$ cat config.mk
export PLATFORM = sky130hd
export DESIGN_NAME = scan_doubler_top
export DESIGN_NICKNAME = d
export VERILOG_FILES = /design/src/video_geom_pkg.sv /design/src/pixel_pkg.sv /design/src/capture_addr.sv /design/src/interlace_detect.sv /design/src/write_queue.sv /design/src/frame_control.sv /design/src/raster_timing.sv /design/src/pixel_out.sv /design/src/scan_doubler_top.sv
export SDC_FILE = /design/constraint.sdc
export NUM_CORES = 1
export LEC_CHECK = 0
export ABC_AREA = 1
export BUFFER_PORTS_ARGS = -buffer_cell sky130_fd_sc_hd__buf_2
export CORE_ASPECT_RATIO = 0.5
export CORE_MARGIN = 2
export CORE_UTILIZATION = 52
export CTS_CLUSTER_DIAMETER = 200
export DETAILED_ROUTE_END_ITERATION = 8
export PLACE_DENSITY_LB_ADDON = 0.12
export SYNTH_ARGS = -nofsm -noshare
export SYNTH_HDL_FRONTEND = slang
export SYNTH_SLANG_ARGS = --single-unit
$ cat constraint.sdc
create_clock -name in_hs -period 2.76 [get_ports in_hs]
set_input_delay 0.276 -clock in_hs [delete_from_list [all_inputs] [get_ports in_hs]]
set_output_delay 0.276 -clock in_hs [all_outputs]
set_load 0.05 [all_outputs]
$ cat src/video_geom_pkg.sv
// Geometry, capture window and output raster constants for the line doubler.
// The panel is scaled down so that a full output frame stays short in simulation.
// Output counts are in output pixels, and each output pixel lasts two in_hs cycles.
// A field holds half of the stored lines. Interlaced fields fill the whole buffer.
// Counter widths below must be widened by hand if the geometry grows.
`default_nettype none

package video_geom_pkg;

	// ~~~~~~~~~~~~~~~~~~~~~~~~~~~~~~
	// Frame buffer.
	localparam int fb_width = 8; // Stored pixels per line.
	localparam int fb_height = 6; // Stored lines per frame.
	localparam int fb_field_lines = fb_height / 2; // Lines captured per field.
	localparam int fb_addr_w = 6; // Enough for fb_width * fb_height words.

	// ~~~~~~~~~~~~~~~~~~~~~~~~~~~~~~
	// Capture window on the input raster.
	localparam int in_h_offset = 2; // First captured pixel of a line.
	localparam int in_v_offset = 1; // First captured line of a field.
	localparam int in_pos_w = 8; // Input position counters saturate at this width.

	// ~~~~~~~~~~~~~~~~~~~~~~~~~~~~~~
	// Output raster.
	localparam int out_h_fp = 4; // Horizontal sync starts at this pixel count.
	localparam int out_h_sw = 2;
	localparam int out_h_bp = 4;
	localparam int out_h_blank = out_h_fp + out_h_sw + out_h_bp;
	localparam int out_h_total = out_h_blank + 2 * fb_width; // Every stored pixel is shown twice.
	localparam int out_h_cnt_w = $clog2(out_h_total);

	// Vertical sync starts at this line count.
	localparam int out_v_bp = 1;
	localparam int out_v_sw = 1;
	localparam int out_v_blank = out_v_bp + out_v_sw + 1; // One quiet line follows the sync.
	localparam int out_v_offset = 1; // Border lines above the picture.
	localparam int out_v_total = out_v_blank + out_v_offset + fb_height + 1; // One line below.
	localparam int out_v_cnt_w = $clog2(out_v_total);

	// ~~~~~~~~~~~~~~~~~~~~~~~~~~~~~~
	// Interlace detection.
	localparam int detect_frames = 4; // Frames per observation window.
	localparam int detect_cnt_w = $clog2(detect_frames + 1);

endpackage

`default_nettype wire

$ cat src/pixel_pkg.sv
// Pixel formats and write queue sizing.
// The SRAM stores RGB565 with red in the top bits of the word.
// The input word carries three 10-bit channels, red highest.
`default_nettype none

package pixel_pkg;

	// One stored pixel.
	typedef struct packed {
		logic [4:0] red;
		logic [5:0] green;
		logic [4:0] blue;
	} rgb565_t;

	// The SRAM buses move raw words, while the pixel logic looks at the colour fields.
	typedef union packed {
		logic [15:0] raw;
		rgb565_t rgb;
	} sram_word_u;

	// Top bit of each 10-bit channel in the input word.
	localparam int in_red_msb = 29;
	localparam int in_green_msb = 19;
	localparam int in_blue_msb = 9;

	// ~~~~~~~~~~~~~~~~~~~~~~~~~~~~~~
	// Write queue.
	localparam int wq_depth = 4; // Entries, and also the credits handed out at reset.
	localparam int wq_cnt_w = 3; // Must hold the value wq_depth.
	localparam int wq_ptr_w = $clog2(wq_depth); // Index bits of a queue entry.

endpackage

`default_nettype wire

$ cat src/capture_addr.sv
// Input side of the line doubler.
// Markers are one-cycle pulses already sampled on in_hs, and pix_valid qualifies pixels.
// A pixel that arrives together with line_end is taken at the position before the marker.
// Position counters saturate, so a missing marker cannot bring pixels back into the window.
// Pixels that find no credit left are dropped and never reach the SRAM.
`default_nettype none

module capture_addr (
	input  wire        in_hs,
	input  wire        rst,
	input  wire        pix_valid,
	input  wire [29:0] pix_data,
	input  wire        line_end,
	input  wire        frame_end,
	input  wire        field_odd,
	input  wire        interlaced,
	input  wire        credit_ret,
	output logic       wr_push,
	output logic [video_geom_pkg::fb_addr_w-1:0] wr_addr,
	output pixel_pkg::sram_word_u wr_data
);

	logic [video_geom_pkg::in_pos_w-1:0] x_pos; // Valid pixels since the last line_end.
	logic [video_geom_pkg::in_pos_w-1:0] y_pos; // Lines since the last frame_end.
	logic [pixel_pkg::wq_cnt_w-1:0] credits; // Free queue entries.
	logic in_window;
	logic take; // The current pixel is written.
	logic [video_geom_pkg::fb_addr_w-1:0] col;
	logic [video_geom_pkg::fb_addr_w-1:0] row;
	logic [video_geom_pkg::fb_addr_w-1:0] line_idx;
	logic [video_geom_pkg::fb_addr_w-1:0] pix_addr;
	pixel_pkg::sram_word_u pix_word;

	// ~~~~~~~~~~~~~~~~~~~~~~~~~~~~~~
	// Window test and address.
	always_comb begin
		in_window = (x_pos >= video_geom_pkg::in_h_offset) &&
			(x_pos < video_geom_pkg::in_h_offset + video_geom_pkg::fb_width) &&
			(y_pos >= video_geom_pkg::in_v_offset) &&
			(y_pos < video_geom_pkg::in_v_offset + video_geom_pkg::fb_field_lines);
		col = video_geom_pkg::fb_addr_w'(x_pos - video_geom_pkg::in_h_offset);
		row = video_geom_pkg::fb_addr_w'(y_pos - video_geom_pkg::in_v_offset);
		// Fields interleave in interlaced mode. The odd field takes the lower line of each pair.
		line_idx = interlaced ? {row[video_geom_pkg::fb_addr_w-2:0], field_odd} : row;
		pix_addr = video_geom_pkg::fb_addr_w'(line_idx * video_geom_pkg::fb_width) + col;
		take = pix_valid && in_window && (credits != '0); // No credit means the pixel is lost.
	end

	// Keep the top bits of every channel.
	always_comb begin
		pix_word.rgb.red = pix_data[pixel_pkg::in_red_msb -: 5];
		pix_word.rgb.green = pix_data[pixel_pkg::in_green_msb -: 6];
		pix_word.rgb.blue = pix_data[pixel_pkg::in_blue_msb -: 5];
	end

	// ~~~~~~~~~~~~~~~~~~~~~~~~~~~~~~
	// Position counters.
	always_ff @(posedge in_hs) begin
		if (rst) begin
			x_pos <= '0;
			y_pos <= '0;
		end else begin
			if (line_end || frame_end) begin
				x_pos <= '0;
			end else if (pix_valid && x_pos != '1) begin
				x_pos <= x_pos + 1'b1;
			end
			if (frame_end) begin
				y_pos <= '0; // A new field starts at the top.
			end else if (line_end && y_pos != '1) begin
				y_pos <= y_pos + 1'b1;
			end
		end
	end

	// Credits leave with each push and come back as the queue drains.
	always_ff @(posedge in_hs) begin
		if (rst) begin
			credits <= pixel_pkg::wq_cnt_w'(pixel_pkg::wq_depth);
			wr_push <= 1'b0;
		end else begin
			case ({take, credit_ret})
				2'b10: credits <= credits - 1'b1;
				2'b01: credits <= credits + 1'b1;
				default: credits <= credits; // Both or neither leave the count as it is.
			endcase
			wr_push <= take;
		end
	end

	always_ff @(posedge in_hs) begin
		if (take) begin
			wr_addr <= pix_addr;
			wr_data <= pix_word;
		end
	end

endmodule

`default_nettype wire

$ cat src/interlace_detect.sv
// Decides between interlaced and progressive input.
// field_odd is sampled only on frame_end, so it must be stable around that pulse.
// The mode changes only at the end of a window of detect_frames frames.
`default_nettype none

module interlace_detect (
	input  wire  in_hs,
	input  wire  rst,
	input  wire  frame_end,
	input  wire  field_odd,
	output logic interlaced
);

	logic [video_geom_pkg::detect_cnt_w-1:0] frames_left; // Frames left in this window.
	logic seen_even; // Some frame of this window ended on an even field.

	always_ff @(posedge in_hs) begin
		if (rst) begin
			frames_left <= video_geom_pkg::detect_cnt_w'(video_geom_pkg::detect_frames);
			seen_even <= 1'b0;
			interlaced <= 1'b0; // Start out progressive.
		end else if (frame_end) begin
			if (frames_left == 1) begin
				// The window closes here. This last frame still counts.
				interlaced <= seen_even || !field_odd;
				seen_even <= 1'b0;
				frames_left <= video_geom_pkg::detect_cnt_w'(video_geom_pkg::detect_frames);
			end else begin
				seen_even <= seen_even || !field_odd;
				frames_left <= frames_left - 1'b1;
			end
		end
	end

endmodule

`default_nettype wire

$ cat src/write_queue.sv
// Small FIFO of pending SRAM writes.
// The capture side holds one credit per entry, so a push never meets a full queue.
// head_addr and head_data show the oldest entry whenever wq_empty is low.
// credit_ret follows each accepted pop by one cycle.
`default_nettype none

module write_queue (
	input  wire  in_hs,
	input  wire  rst,
	input  wire  wr_push,
	input  wire  [video_geom_pkg::fb_addr_w-1:0] wr_addr,
	input  wire  pixel_pkg::sram_word_u wr_data,
	input  wire  wq_pop,
	output logic [video_geom_pkg::fb_addr_w-1:0] head_addr,
	output pixel_pkg::sram_word_u head_data,
	output logic wq_empty,
	output logic credit_ret
);

	logic [video_geom_pkg::fb_addr_w-1:0] addr_mem [pixel_pkg::wq_depth];
	pixel_pkg::sram_word_u data_mem [pixel_pkg::wq_depth];
	logic [pixel_pkg::wq_ptr_w:0] wr_ptr; // The extra top bit tells full from empty.
	logic [pixel_pkg::wq_ptr_w:0] rd_ptr;
	logic pop_ok;

	assign wq_empty = (wr_ptr == rd_ptr);
	assign pop_ok = wq_pop && !wq_empty; // A pop of an empty queue is ignored.
	assign head_addr = addr_mem[rd_ptr[pixel_pkg::wq_ptr_w-1:0]];
	assign head_data = data_mem[rd_ptr[pixel_pkg::wq_ptr_w-1:0]];

	always_ff @(posedge in_hs) begin
		if (rst) begin
			wr_ptr <= '0;
			rd_ptr <= '0;
			credit_ret <= 1'b0;
		end else begin
			if (wr_push) wr_ptr <= wr_ptr + 1'b1;
			if (pop_ok) rd_ptr <= rd_ptr + 1'b1;
			credit_ret <= pop_ok; // One entry is free again.
		end
	end

	// Storage.
	always_ff @(posedge in_hs) begin
		if (wr_push) begin
			addr_mem[wr_ptr[pixel_pkg::wq_ptr_w-1:0]] <= wr_addr;
			data_mem[wr_ptr[pixel_pkg::wq_ptr_w-1:0]] <= wr_data;
		end
	end

endmodule

`default_nettype wire

$ cat src/frame_control.sv
// Slot sequencer for the shared SRAM port.
// Four in_hs cycles make one slot cycle. Phase 1 writes and phase 3 reads.
// All SRAM pins are registered, so they change on the edge that ends the phase.
// The SRAM must return read data one cycle after it sees the address.
// out_pclk runs at half the rate of in_hs and rises after phases 0 and 2.
`default_nettype none

module frame_control (
	input  wire  in_hs,
	input  wire  rst,
	input  wire  wq_empty,
	input  wire  [video_geom_pkg::fb_addr_w-1:0] head_addr,
	input  wire  pixel_pkg::sram_word_u head_data,
	input  wire  [video_geom_pkg::fb_addr_w-1:0] rd_addr,
	output logic wq_pop,
	output logic px_step,
	output logic rd_step,
	output logic px_load,
	output logic out_pclk,
	output logic [video_geom_pkg::fb_addr_w-1:0] sram_addr,
	output logic sram_we,
	output logic [15:0] sram_wdata
);

	logic [1:0] phase; // Position in the slot cycle.

	// ~~~~~~~~~~~~~~~~~~~~~~~~~~~~~~
	// Phase counter.
	always_ff @(posedge in_hs) begin
		if (rst) begin
			phase <= 2'd0;
		end else begin
			phase <= phase + 1'b1; // Wraps from 3 back to 0.
		end
	end

	// Slot decode.
	assign px_step = (phase == 2'd0) || (phase == 2'd2); // Two output pixels per cycle.
	assign wq_pop = (phase == 2'd1) && !wq_empty; // The write slot takes the oldest request.
	assign px_load = (phase == 2'd1); // Read data from the last read slot is on the bus now.
	assign rd_step = (phase == 2'd3);

	// ~~~~~~~~~~~~~~~~~~~~~~~~~~~~~~
	// Registered SRAM drive.
	always_ff @(posedge in_hs) begin
		if (rst) begin
			out_pclk <= 1'b0;
			sram_we <= 1'b0;
			sram_addr <= '0;
		end else begin
			out_pclk <= px_step;
			sram_we <= wq_pop; // High for one cycle per write.
			if (wq_pop) begin
				sram_addr <= head_addr;
			end else if (rd_step) begin
				sram_addr <= rd_addr; // The read address is held through the next phase.
			end
		end
	end

	// Write data only matters while sram_we is high.
	always_ff @(posedge in_hs) begin
		if (wq_pop) begin
			sram_wdata <= head_data.raw;
		end
	end

endmodule

`default_nettype wire

$ cat src/raster_timing.sv
// Output raster counters, sync and read pointer.
// Counters step on px_step, so one output pixel lasts two in_hs cycles.
// Sync and visibility are decoded from the counters without further delay.
// In progressive mode every stored line is read twice by winding the pointer back.
// A mode change in the middle of a frame can misplace lines until the next frame.
`default_nettype none

module raster_timing (
	input  wire  in_hs,
	input  wire  rst,
	input  wire  px_step,
	input  wire  rd_step,
	input  wire  interlaced,
	output logic out_hs,
	output logic out_vs,
	output logic visible,
	output logic [video_geom_pkg::fb_addr_w-1:0] rd_addr
);

	logic [video_geom_pkg::out_h_cnt_w-1:0] h_cnt; // Output pixel in the line.
	logic [video_geom_pkg::out_v_cnt_w-1:0] v_cnt; // Output line in the frame.
	logic line_last;
	logic frame_last;
	logic repeat_flag; // The line just read is shown once more.
	logic [video_geom_pkg::fb_addr_w-1:0] rd_ptr;

	assign line_last = (h_cnt == video_geom_pkg::out_h_total - 1);
	assign frame_last = (v_cnt == video_geom_pkg::out_v_total - 1);

	// ~~~~~~~~~~~~~~~~~~~~~~~~~~~~~~
	// Decode.
	always_comb begin
		out_hs = (h_cnt >= video_geom_pkg::out_h_fp) &&
			(h_cnt < video_geom_pkg::out_h_fp + video_geom_pkg::out_h_sw);
		out_vs = (v_cnt >= video_geom_pkg::out_v_bp) &&
			(v_cnt < video_geom_pkg::out_v_bp + video_geom_pkg::out_v_sw);
		visible = (h_cnt >= video_geom_pkg::out_h_blank) &&
			(h_cnt < video_geom_pkg::out_h_total) &&
			(v_cnt >= video_geom_pkg::out_v_blank + video_geom_pkg::out_v_offset) &&
			(v_cnt < video_geom_pkg::out_v_blank + video_geom_pkg::out_v_offset +
				video_geom_pkg::fb_height);
		rd_addr = visible ? rd_ptr : '0; // Blanking reads go to address 0.
	end

	// Pixel and line counters.
	always_ff @(posedge in_hs) begin
		if (rst) begin
			h_cnt <= '0;
			v_cnt <= '0;
		end else if (px_step) begin
			if (line_last) begin
				h_cnt <= '0;
				v_cnt <= frame_last ? '0 : v_cnt + 1'b1;
			end else begin
				h_cnt <= h_cnt + 1'b1;
			end
		end
	end

	// Read pointer. Line ends come on px_step, so they never meet a read step.
	always_ff @(posedge in_hs) begin
		if (rst) begin
			rd_ptr <= '0;
			repeat_flag <= 1'b0;
		end else if (px_step && line_last) begin
			if (frame_last) begin
				rd_ptr <= '0;
				repeat_flag <= 1'b0;
			end else if (!interlaced) begin
				if (!repeat_flag && rd_ptr != '0) begin
					rd_ptr <= rd_ptr - video_geom_pkg::fb_addr_w'(video_geom_pkg::fb_width);
				end
				repeat_flag <= !repeat_flag;
			end
		end else if (rd_step && visible) begin
			rd_ptr <= rd_ptr + 1'b1;
		end
	end

endmodule

`default_nettype wire

$ cat src/pixel_out.sv
// Output pixel register.
// The stored RGB565 word is widened to 8 bits per channel with zero low bits.
// out_data only changes on px_load and is black outside the picture window.
`default_nettype none

module pixel_out (
	input  wire         in_hs,
	input  wire         rst,
	input  wire         px_load,
	input  wire         visible,
	input  wire  [15:0] sram_rdata,
	output logic [23:0] out_data
);

	pixel_pkg::sram_word_u rd_word; // Same bits as the bus, seen as colour fields.

	assign rd_word = sram_rdata;

	always_ff @(posedge in_hs) begin
		if (rst) begin
			out_data <= '0;
		end else if (px_load) begin
			if (visible) begin
				out_data <= {rd_word.rgb.red, 3'b000,
					rd_word.rgb.green, 2'b00,
					rd_word.rgb.blue, 3'b000};
			end else begin
				out_data <= '0; // Border and blanking.
			end
		end
	end

endmodule

`default_nettype wire

$ cat src/scan_doubler_top.sv
// Line doubler top level.
// Everything runs on in_hs, and the source markers must already be sampled on it.
// The SRAM has separate write and read data buses and returns read data after one cycle.
// The capture window and the output raster are fixed by the geometry constants.
`default_nettype none

module scan_doubler_top (
	input  wire         in_hs,
	input  wire         rst,
	input  wire         pix_valid,
	input  wire  [29:0] pix_data,
	input  wire         line_end,
	input  wire         frame_end,
	input  wire         field_odd,
	output logic        out_pclk,
	output logic        out_hs,
	output logic        out_vs,
	output logic [23:0] out_data,
	output logic        interlaced,
	output logic [video_geom_pkg::fb_addr_w-1:0] sram_addr,
	output logic        sram_we,
	output logic [15:0] sram_wdata,
	input  wire  [15:0] sram_rdata
);

	// Capture to queue.
	logic wr_push;
	logic [video_geom_pkg::fb_addr_w-1:0] wr_addr;
	pixel_pkg::sram_word_u wr_data;
	logic credit_ret;

	// Queue to slot sequencer.
	logic wq_pop;
	logic wq_empty;
	logic [video_geom_pkg::fb_addr_w-1:0] head_addr;
	pixel_pkg::sram_word_u head_data;

	// Slot sequencer to raster and output register.
	logic px_step;
	logic rd_step;
	logic px_load;
	logic visible;
	logic [video_geom_pkg::fb_addr_w-1:0] rd_addr;

	capture_addr i_capture_addr (
		.in_hs(in_hs), .rst(rst), .pix_valid(pix_valid), .pix_data(pix_data),
		.line_end(line_end), .frame_end(frame_end), .field_odd(field_odd),
		.interlaced(interlaced), .credit_ret(credit_ret), .wr_push(wr_push),
		.wr_addr(wr_addr), .wr_data(wr_data)
	);

	interlace_detect i_interlace_detect (
		.in_hs(in_hs), .rst(rst), .frame_end(frame_end), .field_odd(field_odd),
		.interlaced(interlaced)
	);

	write_queue i_write_queue (
		.in_hs(in_hs), .rst(rst), .wr_push(wr_push), .wr_addr(wr_addr), .wr_data(wr_data),
		.wq_pop(wq_pop), .head_addr(head_addr), .head_data(head_data), .wq_empty(wq_empty),
		.credit_ret(credit_ret)
	);

	frame_control i_frame_control (
		.in_hs(in_hs), .rst(rst), .wq_empty(wq_empty), .head_addr(head_addr),
		.head_data(head_data), .rd_addr(rd_addr), .wq_pop(wq_pop), .px_step(px_step),
		.rd_step(rd_step), .px_load(px_load), .out_pclk(out_pclk), .sram_addr(sram_addr),
		.sram_we(sram_we), .sram_wdata(sram_wdata)
	);

	raster_timing i_raster_timing (
		.in_hs(in_hs), .rst(rst), .px_step(px_step), .rd_step(rd_step),
		.interlaced(interlaced), .out_hs(out_hs), .out_vs(out_vs), .visible(visible),
		.rd_addr(rd_addr)
	);

	pixel_out i_pixel_out (
		.in_hs(in_hs), .rst(rst), .px_load(px_load), .visible(visible),
		.sram_rdata(sram_rdata), .out_data(out_data)
	);

endmodule

`default_nettype wire

# == After elaboration in Yosys (flattened, before gate mapping) ==
# Memory sizes are Yosys's and may differ from the RTL's. A register that Yosys moved wholly into a read port is not among the register bits.
# Cells that the tools add are included.
# word_totals
reg_bits,104
latchBits,0
ramBits,88
rom_bits,0
in_bits,52
wordCells,120
mem_count,2
# mem_list
name,depth,word_bits,read_ports,rd_ports_with_merged_regs,write_ports,line,rtl
i_write_queue.data_mem,4,16,1,1,1,write_queue.sv:21,pixel_pkg::sram_word_u data_mem [pixel_pkg::wq_depth];
i_write_queue.addr_mem,4,6,1,1,1,write_queue.sv:20,logic [video_geom_pkg::fb_addr_w-1:0] addr_mem [pixel_pkg::wq_depth];
# op_classes
add_sub_neg,15
n_mul,0
div_mod_pow,0
n_lt_le_gt_ge,12
eq_ne,14
shift,0
muxes,21
bitwise,0
n_reduce_logical,35
# op_table
op,count
$mux W6,8
$mux W24,1
$logic_and A1 B1 Y1,17
$add A8 B1 Y8 const B,2
$ne A8 B8 Y1 const B,2
$add A3 B1 Y3 const B,3
$sub A3 B1 Y3 const B,3
$ge A8 B1 Y1 const B,1
$ge A8 B2 Y1 const B,1
$lt A8 B3 Y1 const B,1
$lt A8 B4 Y1 const B,1
$add A6 B1 Y6 const B,1
$add A6 B6 Y6,1
$eq A2 B2 Y1 const B,3
$mux W3,2
$ne A3 B2 Y1 const B,2
$pmux W3 S2,1
$reduce_and A2 Y1,3
$reduce_bool A2 Y1,3
$reduce_bool A6 Y1,1
$sub A6 B2 Y6 const B,1
$sub A6 B4 Y6 const B,1
$add A5 B1 Y5 const B,1
$eq A5 B5 Y1 const B,1
other kinds (25),36

# == Logic depth before layout (Yosys ltp) ==
# Gate-level depths: netlist of the first run.
# depth
word_depth,8
depth_mapped,15
ltp_nobuf,15

# == By module ==
# A second synthesis of the first run with hierarchy kept.
# unflattened
hier_cells,869
area_unflattened_um2,8926.1
# by_module_without_submodules
mod,n_inst,cells_per_inst,area_each_um2,seq_area_each_um2
write_queue,1,275,3699.8,2822.7
capture_addr,1,234,2122.0,1061.0
raster_timing,1,158,1134.8,320.3
frame_control,1,88,989.7,680.7
pixel_out,1,81,743.2,320.3
interlace_detect,1,33,236.5,100.1

# == Least setup slack after synthesis of the first run ==
# No wires, ideal clock.
# synth_timing
path_type,reg2out
start,register i_raster_timing.v_cnt[0] (netlist name)
end,output out_vs
arrival_time_ns,3.167
slack_ns,-0.683
path_stages_with_launch,4
path_buffers,0
cell_sequence,dfxtp_1 inv_1 ha_1 a2111oi_0
# synth_via
elab_chain_cells,2
word_cells_on_any_way,3
classes_between,2 x order compare; 1 x reduce/logical
# synth_lines
item,line,rtl
"start, declared",raster_timing.sv:21,logic [video_geom_pkg::out_v_cnt_w-1:0] v_cnt;
"start signal, assigned",raster_timing.sv:53,v_cnt <= frame_last ? '0 : v_cnt + 1'b1;
$ge A4 B1 Y1 or $lt A4 B2 Y1 (tied branches),"raster_timing.sv:35, raster_timing.sv:36",
$logic_and A1 B1 Y1 *,raster_timing.sv:35,out_vs = (v_cnt >= video_geom_pkg::out_v_bp) &&
"end, declared",scan_doubler_top.sv:17,"output logic out_vs,"
# Every way passes the cells marked *; elsewhere a longest branch is shown, timed or not.

# == Worst setup path after layout of the first run ==
# layout_timing
start,register i_capture_addr.y_pos[0] (netlist name)
end,"register i_capture_addr.wr_addr[5] (netlist name), data pin"
# layout_via
elab_chain_cells,3
# layout_lines
item,line,rtl
"start, declared",capture_addr.sv:24,logic [video_geom_pkg::in_pos_w-1:0] y_pos;
"start signal, assigned",capture_addr.sv:71,y_pos <= y_pos + 1'b1;
$sub A3 B1 Y3,capture_addr.sv:42,row = video_geom_pkg::fb_addr_w'(y_pos - video_geom_pkg::in_v_offset);
"named net i_capture_addr.row, one bit",capture_addr.sv:29,logic [video_geom_pkg::fb_addr_w-1:0] row;
$mux W3,capture_addr.sv:44,"line_idx = interlaced ? {row[video_geom_pkg::fb_addr_w-2:0], field_odd} : row;"
$add A6 B6 Y6,capture_addr.sv:45,pix_addr = video_geom_pkg::fb_addr_w'(line_idx * video_geom_pkg::fb_width) + col;
"named net i_capture_addr.pix_addr, one bit",capture_addr.sv:31,logic [video_geom_pkg::fb_addr_w-1:0] pix_addr;
"end signal, assigned",capture_addr.sv:93,wr_addr <= pix_addr;
"end, declared",capture_addr.sv:19,"output logic [video_geom_pkg::fb_addr_w-1:0] wr_addr,"
# The timed path passes the listed nets, and every way through them passes these cells.
# A chain may end at the register's enable or synchronous reset.

==> results of run 1 <==
metal layers:
| metal | up-vias | wire length [µm] | GRT usage |
|---|---|---|---|
| met5 | - | 0 | 0 |
| met4 | 0 | 232 | 0.04431 |
| met3 | 22 | 698 | 0.03355 |
| met2 | 114 | 7471 | 0.3141 |
| met1 | 2728 | 7951 | 0.2607 |
| li1 | 2957 | - | - |
worst max path at each step:
stage	slack, ns	cells past startpoint	to
6_report	0.33	11	i_capture_addr.wr_addr[5]
5_1_grt	0.17	11	i_capture_addr.wr_addr[5]
3_3_place_gp	0.37	11	i_capture_addr.wr_addr[5]
4_1_cts	0.31	11	i_capture_addr.wr_addr[5]
3_5_place_dp	0.33	11	i_capture_addr.wr_addr[5]
2_1_floorplan	-0.02	3	out_vs
state kept, by name (all words and copies together), names as in the netlist, 2 cells and up, named ones only:
signal and cells:
i_pixel_out.out_data 16, i_capture_addr.wr_data 16, i_raster_timing.v_cnt 4, i_frame_control.sram_addr 6, i_write_queue.data_mem 64, i_frame_control.phase 2, i_capture_addr.wr_addr 6, i_capture_addr.credits 3
i_write_queue.rd_ptr 3, i_capture_addr.x_pos 8, i_write_queue.addr_mem 24, i_raster_timing.rd_ptr 6, i_raster_timing.h_cnt 5, i_write_queue.wr_ptr 3, i_interlace_detect.frames_left 3, i_frame_control.sram_wdata 16
i_capture_addr.y_pos 8
cell usage in the layout, fill, tap and decap left out, drive strengths merged, types with 16 or more instances in the layout:
cell type / netlist / routed
clkbuf: 16 / 25
nand2: 109 / 109
buf: 20 / 91
ha: 32 / 32
inv: 82 / 84
dfxtp: 75 / 75
dlygate4sd3: 0 / 16
o21ai: 95 / 95
nor2: 87 / 87
o22ai: 19 / 19
edfxtp: 126 / 126
a21oi: 54 / 54
nand3: 42 / 42
tightest hold or removal path, stage by stage:
cell and delay (ns):
buf_2 0.09, nand2_1 0.05, a21oi_1 0.05
per-stage QoR:
stage	setup WS, ns	cells	hold WS, ns	setup TNS, ns
2_1_floorplan	-0.02459	818	0.3749	-0.02459
3_3_place_gp	0.3715	1100	0.4436	0
3_5_place_dp	0.3299	1100	0.4541	0
4_1_cts	0.3143	1150	0.02391	0
5_1_grt	0.1666	1150	0.03712	0
6_report	0.3273	1150	0.03575	0
power by group through the flow:
stage	Sequential (mW)	Clock, mW	Combinational, mW
after CTS	3.24	2.51	0.384
after global placement	3.31	0	0.358
after global routing	3.25	2.61	0.426
after detailed placement	3.31	0	0.365
after floorplan	3.39	0	0.192
final	3.24	2.46	0.382
layout make-up:
type | count | share of cell area
sequential | 201 | 0.5345
multi-input combinational | 498 | 0.2819
timing repair buffer | 107 | 0.06504
clock buffer | 25 | 0.05036
inverter | 83 | 0.03176
tap | 227 | 0.02872
clock inverter | 9 | 0.007719
cell families after synthesis:
kind of cell | share of synthesized area
other cells | 0.0004383
xor+xnor | 0.02150
buf+inv | 0.05996
flops | 0.6177
simple gates | 0.1411
compound gates | 0.1078
fa+ha+maj | 0.05148
what timing repair did:
action                                 CTS  global route
gates resized for setup                  0             0
endpoints found under the hold margin   16             0
setup buffers                            0             0
hold buffers                            16             0
==> flow_summary.json, run 1 <==
{
  "clkSinkCount": 201,
  "ys_warn_count": 0,
  "max_freq_ghz": 0.4111,
  "grt_usage": 0.1889,
  "ys_seq_elements": 201,
  "skew_ns": 0.02053,
  "p_seq_frac": 0.534,
  "die_y_um": 94.70,
  "vias": 5821,
  "post-dp-hpwl_um": 10330,
  "htreeDepth": 1,
  "synth_most_common_cell": "edfxtp_1",
  "wirelength_um": 16350,
  "dieWidth_um": 185.4,
  "post-route-cell-area_mm2": 0.009888,
  "rsz0062_at_grt": "no",
  "setup_violations": 0,
  "crit_buf_inv": 2,
  "clk_latency_ns": 0.48,
  "fin_crit_sh": 0.8814,
  "drv_slew": 0,
  "yosysUniqueCellTypes": 43,
  "insertedDiodeCount": 0,
  "rrSetupSlack_ns": 0.33,
  "grt_overflow": 0,
  "avgSynthCellArea_um2": 10.55,
  "switching_share": 0.2263,
  "relSlewSlack": 0.3031,
  "async_reset_ff_frac": 0,
  "wire_per_inst_um": 14.22,
  "fillerInstances": 1349,
  "hold_depth": 3,
  "worstHoldStart": "sram_rdata[9]",
  "switching_power_mw": 1.376,
  "grt_pass1_wl_um": 26310,
  "power_mw": 6.082,
  "status": "finished clean",
  "rows": 33,
  "utilization": 0.6094,
  "whs_endpoint": "i_pixel_out.out_data[14]",
  "cts_inserted_buffers": 19,
  "max_slew.worst_pin.slew_ns": 1.044,
  "r2r-start": "i_capture_addr.y_pos[0]",
  "r2r_end": "i_capture_addr.wr_addr[5]",
  "nNetsFinal": 996,
  "synthCells": 811,
  "yosysTopAreaCellShare": 0.4422,
  "ys_top_cells_by_area": "edfxtp_1 (44%), dfxtp_1 (18%), o21ai_0 (5.4%)",
  "cts_tree": "yes",
  "vias_per_cell": 5.062,
  "crit_chain": "inv_1 > ha_1 > nand2_1 > o21ai_0 > ha_1 > inv_1 > ha_1 > a21oi_1 > nand2_1 > xor2_1 > xor2_1",
  "multi_input_area_mm2": 0.002788,
  "yosys.area.top_type": "edfxtp_1",
  "coreArea_mm2": 0.01623,
  "ys_seq_area_frac": 0.6177,
  "path_max_fanout": 5,
  "path_delay_family": "adder cells",
  "pwr_density_cell_mw_per_mm2": 615.0,
  "critical_path_arrival_ns": 2.65,
  "cp_common_cell": "ha_1",
  "start_kind": "register",
  "worst_r2r_path_depth": 11,
  "cts.reportedPaths.clkPinSlew_ns": 0.06,
  "clock_path_buffers": 3,
  "ios": 103,
  "combPwrFrac": 0.063,
  "crit_required_ns": 2.98,
  "ant_nets": 0,
  "crit_type": "register to register",
  "start_util": 0.5273,
  "grt_pass1_vias": 5474,
  "synth_edf_count": 126,
  "register_area_mm2": 0.005285,
  "report.final.hold_viol_count": 0,
  "antenna_found_initial": 0,
  "synth-main-ff-cell": "edfxtp_1",
  "clockPowerShare": 0.404,
  "first_pass_iters": 4,
  "cpMaxStageDelayCell": "dfxtp_1",
  "cts_root_buffer": "clkbuf_16",
  "p_leak_nw": 3.818,
  "place_area_mm2": 0.009154,
  "max_cap_viol_count": 0,
  "critPathLaunch": "i_capture_addr.y_pos[0]",
  "dieArea_mm2": 0.01756,
  "hold_path.class": "input pin to register",
  "slowest_delay_ns": 0.42,
  "vdd_drop_max_v": 0.0003889,
  "drive_above_1_share": 0.1614,
  "drt_iter0_drc": 270,
  "io_buffers": 80,
  "p_int_mw": 4.705,
  "fin_crit_ns": 2.433,
  "netlist_area_mm2": 0.008556,
  "end_kind": "register",
  "syn2layout_area_growth_pct": 15.57,
  "synthTopCellsByCount": "edfxtp_1 (126), nand2_1 (100), o21ai_0 (93), nor2_1 (82), dfxtp_1 (75)",
  "grt_max_degree": 37,
  "drc": 0,
  "gp_congestion": 0.8044
}
Power figures use the tool's default switching activity.
==> inputs of run 2 (changes only) <==
ABC_AREA = default   (was 1)
==> run 2 against run 1 <==
Register-to-register slack worse by 0.13 ns. Combinational power is 43% lower. Clock skew is 0.011 ns lower. Synthesized cell count is 25% lower. Global-route usage is 0.27 points lower. Non-clock buffer count is 5 higher. Sequential cell count stayed put. First-iteration DRC count is 19% higher. Worst hold slack worse by 0.015 ns. Critical path depth is 2 lower. Final area is 2.5% lower. Critical path type unchanged. Largest cell class unchanged.
==> flow_summary.json, run 2 <==
{
  "cts_tree": "yes",
  "grt_usage": 0.1863,
  "yosys.area.top_type": "edfxtp_1",
  "place_area_mm2": 0.008853,
  "async_reset_ff_frac": 0,
  "hold_path.class": "input pin to register",
  "drt_iter0_drc": 322,
  "synthCells": 607,
  "nNetsFinal": 802,
  "drv_slew": 0,
  "r2r-start": "i_capture_addr.x_pos[1]",
  "crit_required_ns": 3.12,
  "largest_register_ffs": 64,
  "vias_per_cell": 5.216,
  "grt_max_degree": 42,
  "drc": 0,
  "hold_depth": 3,
  "worstHoldStart": "sram_rdata[14]",
  "start_kind": "register",
  "die_y_um": 92.82,
  "crit_type": "register to register",
  "syn2layout_area_growth_pct": 17.55,
  "final_cell_mix": "edfxtp_1 (126), buf_2 (80), dfxtp_1 (73)",
  "gp_congestion": 0.7528,
  "vias": 4861,
  "yosysTopAreaCellShare": 0.4612,
  "end_kind": "register",
  "fin_crit_ns": 2.567,
  "ys_warn_count": 0,
  "insertedDiodeCount": 0,
  "grt_pass1_vias": 4710,
  "netlist_area_mm2": 0.008204,
  "timing.final.ws_setup_ns": 0.1926,
  "dieArea_mm2": 0.01686,
  "rrSetupSlack_ns": 0.19,
  "switching_share": 0.2048,
  "synth_most_common_cell": "edfxtp_1",
  "status": "finished clean",
  "yosysUniqueCellTypes": 59,
  "r2r_end": "i_capture_addr.credits[2]",
  "critical_path_arrival_ns": 2.93,
  "worst_r2r_path_depth": 9,
  "max_freq_ghz": 0.3895,
  "ys_seq_area_frac": 0.6442,
  "io_buffers": 80,
  "dieWidth_um": 181.6,
  "vdd_drop_max_v": 0.0003779,
  "synth_edf_count": 126,
  "power_mw": 5.983,
  "fillerInstances": 1184,
  "ys_seq_elements": 201,
  "htreeDepth": 1,
  "grt_pass1_wl_um": 24610,
  "switching_power_mw": 1.225,
  "final_common_cell": "edfxtp_1",
  "whs_endpoint": "i_pixel_out.out_data[22]",
  "wire_per_inst_um": 16.35,
  "pwr_density_cell_mw_per_mm2": 620.3,
  "clkSinkCount": 201,
  "holdWs_ns": 0.02083,
  "ant_nets": 0,
  "clock_path_buffers": 3,
  "cts_inserted_buffers": 18,
  "ys_top_cells_by_area": "edfxtp_1 (46%), dfxtp_1 (18%), mux4_2 (6.0%)",
  "p_leak_nw": 3.573,
  "p_int_mw": 4.757,
  "rows": 32,
  "clockPowerShare": 0.427,
  "combPwrFrac": 0.037,
  "skew_ns": 0.009585,
  "report.final.hold_viol_count": 0,
  "path_max_fanout": 8,
  "antenna_found_initial": 0,
  "post-dp-hpwl_um": 9561,
  "wirelength_um": 15240,
  "first_pass_iters": 4,
  "fin_crit_sh": 0.9302,
  "cts.reportedPaths.clkPinSlew_ns": 0.07,
  "relSlewSlack": 0.3293,
  "post-route-cell-area_mm2": 0.009644,
  "p_seq_frac": 0.536,
  "max_cap_viol_count": 0,
  "rsz0062_at_grt": "no",
  "start_util": 0.5322,
  "synthTopCellsByCount": "edfxtp_1 (126), dfxtp_1 (75), nor2_1 (70), a21oi_1 (33)",
  "ios": 103,
  "clk_latency_ns": 0.48,
  "max_slew.worst_pin.slew_ns": 1.002,
  "cts_root_buffer": "clkbuf_16",
  "synth-main-ff-cell": "edfxtp_1",
  "coreArea_mm2": 0.01541,
  "pre_cts_ws_ns": 0.07141,
  "setup_violations": 0,
  "grt_overflow": 0,
  "setup-tns-final_ns": 0,
  "drive_above_1_share": 0.2266,
  "avgSynthCellArea_um2": 13.52
}
-- run 2: what timing repair did --
action | in CTS | in global routing
endpoints found under the setup margin | 0 | 1
hold endpoints to repair | 16 | 0
setup buffers | 0 | 1
gates resized for setup | 0 | 6
hold buffers | 16 | 0
-- run 2: area by class of cell --
cell class	instances	area, µm²	share of cell area
flip-flops and latches	201	5288	0.5483
multi-input cells	350	2689	0.2788
repair buffers	112	680.7	0.07058
clock buffers	26	551.8	0.05721
well taps	204	255.2	0.02647
inverters	33	123.9	0.01284
clock inverters	6	56.30	0.005838
-- run 2: how the worst max path moves through the flow --
stage	startpoint	endpoint	slack (ns)	cells past startpoint
finish	i_capture_addr.x_pos[1]	i_capture_addr.credits[2]	0.19	9
detailed placement	i_capture_addr.x_pos[1]	i_capture_addr.credits[2]	0.07	9
CTS	i_capture_addr.x_pos[1]	i_capture_addr.credits[2]	0.06	9
floorplan	i_capture_addr.x_pos[0]	i_capture_addr.credits[2]	0.17	10
global route	i_capture_addr.x_pos[0]	i_capture_addr.credits[2]	0.03	10
global placement	i_capture_addr.x_pos[1]	i_capture_addr.credits[2]	0.15	9
-- run 2: through the flow --
step | instances | utilization
finish | 932 | 0.6256
global route | 932 | 0.6256
CTS | 931 | 0.6242
detailed placement | 883 | 0.5744
global placement | 883 | 0.5744
floorplan | 614 | -
-- run 2: cell families after synthesis --
group,count (synthesis),synth area share
flip-flops,201,0.6442
AND/OR/NAND/NOR,172,0.1066
AO/OA/AOI/OAI,77,0.06070
buffers and inverters,63,0.03355
adder cells (fa/ha/maj),34,0.05368
XOR/XNOR,32,0.03416
multiplexers,27,0.06665
other,1,0.0004571
-- run 2: worst max-delay path: stages, from the launching register on --
cell and delay [ns]:
dfxtp_2 0.37, ha_1 0.18, or4_1 0.42, nand4_1 0.13
ha_2 0.19, inv_1 0.05, fa_2 0.35, xor2_2 0.19
o21ai_1 0.11, or3b_2 0.45
-- run 2: power by group through the flow --
stage	Combinational [mW]	Clock (mW)	Sequential [mW]
floorplan	0.143	0	3.28
global placement	0.197	0	3.27
finish	0.219	2.56	3.21
detailed placement	0.201	0	3.27
CTS	0.220	2.62	3.21
global route	0.245	2.74	3.21
-- run 2: per-layer routing --
metal	up-vias	global-route usage	share of wire
met5	-	0	0
met4	0	0.03523	0.011
met3	22	0.03696	0.051
met2	113	0.2982	0.46
met1	2331	0.2685	0.48
li1	2395	-	-
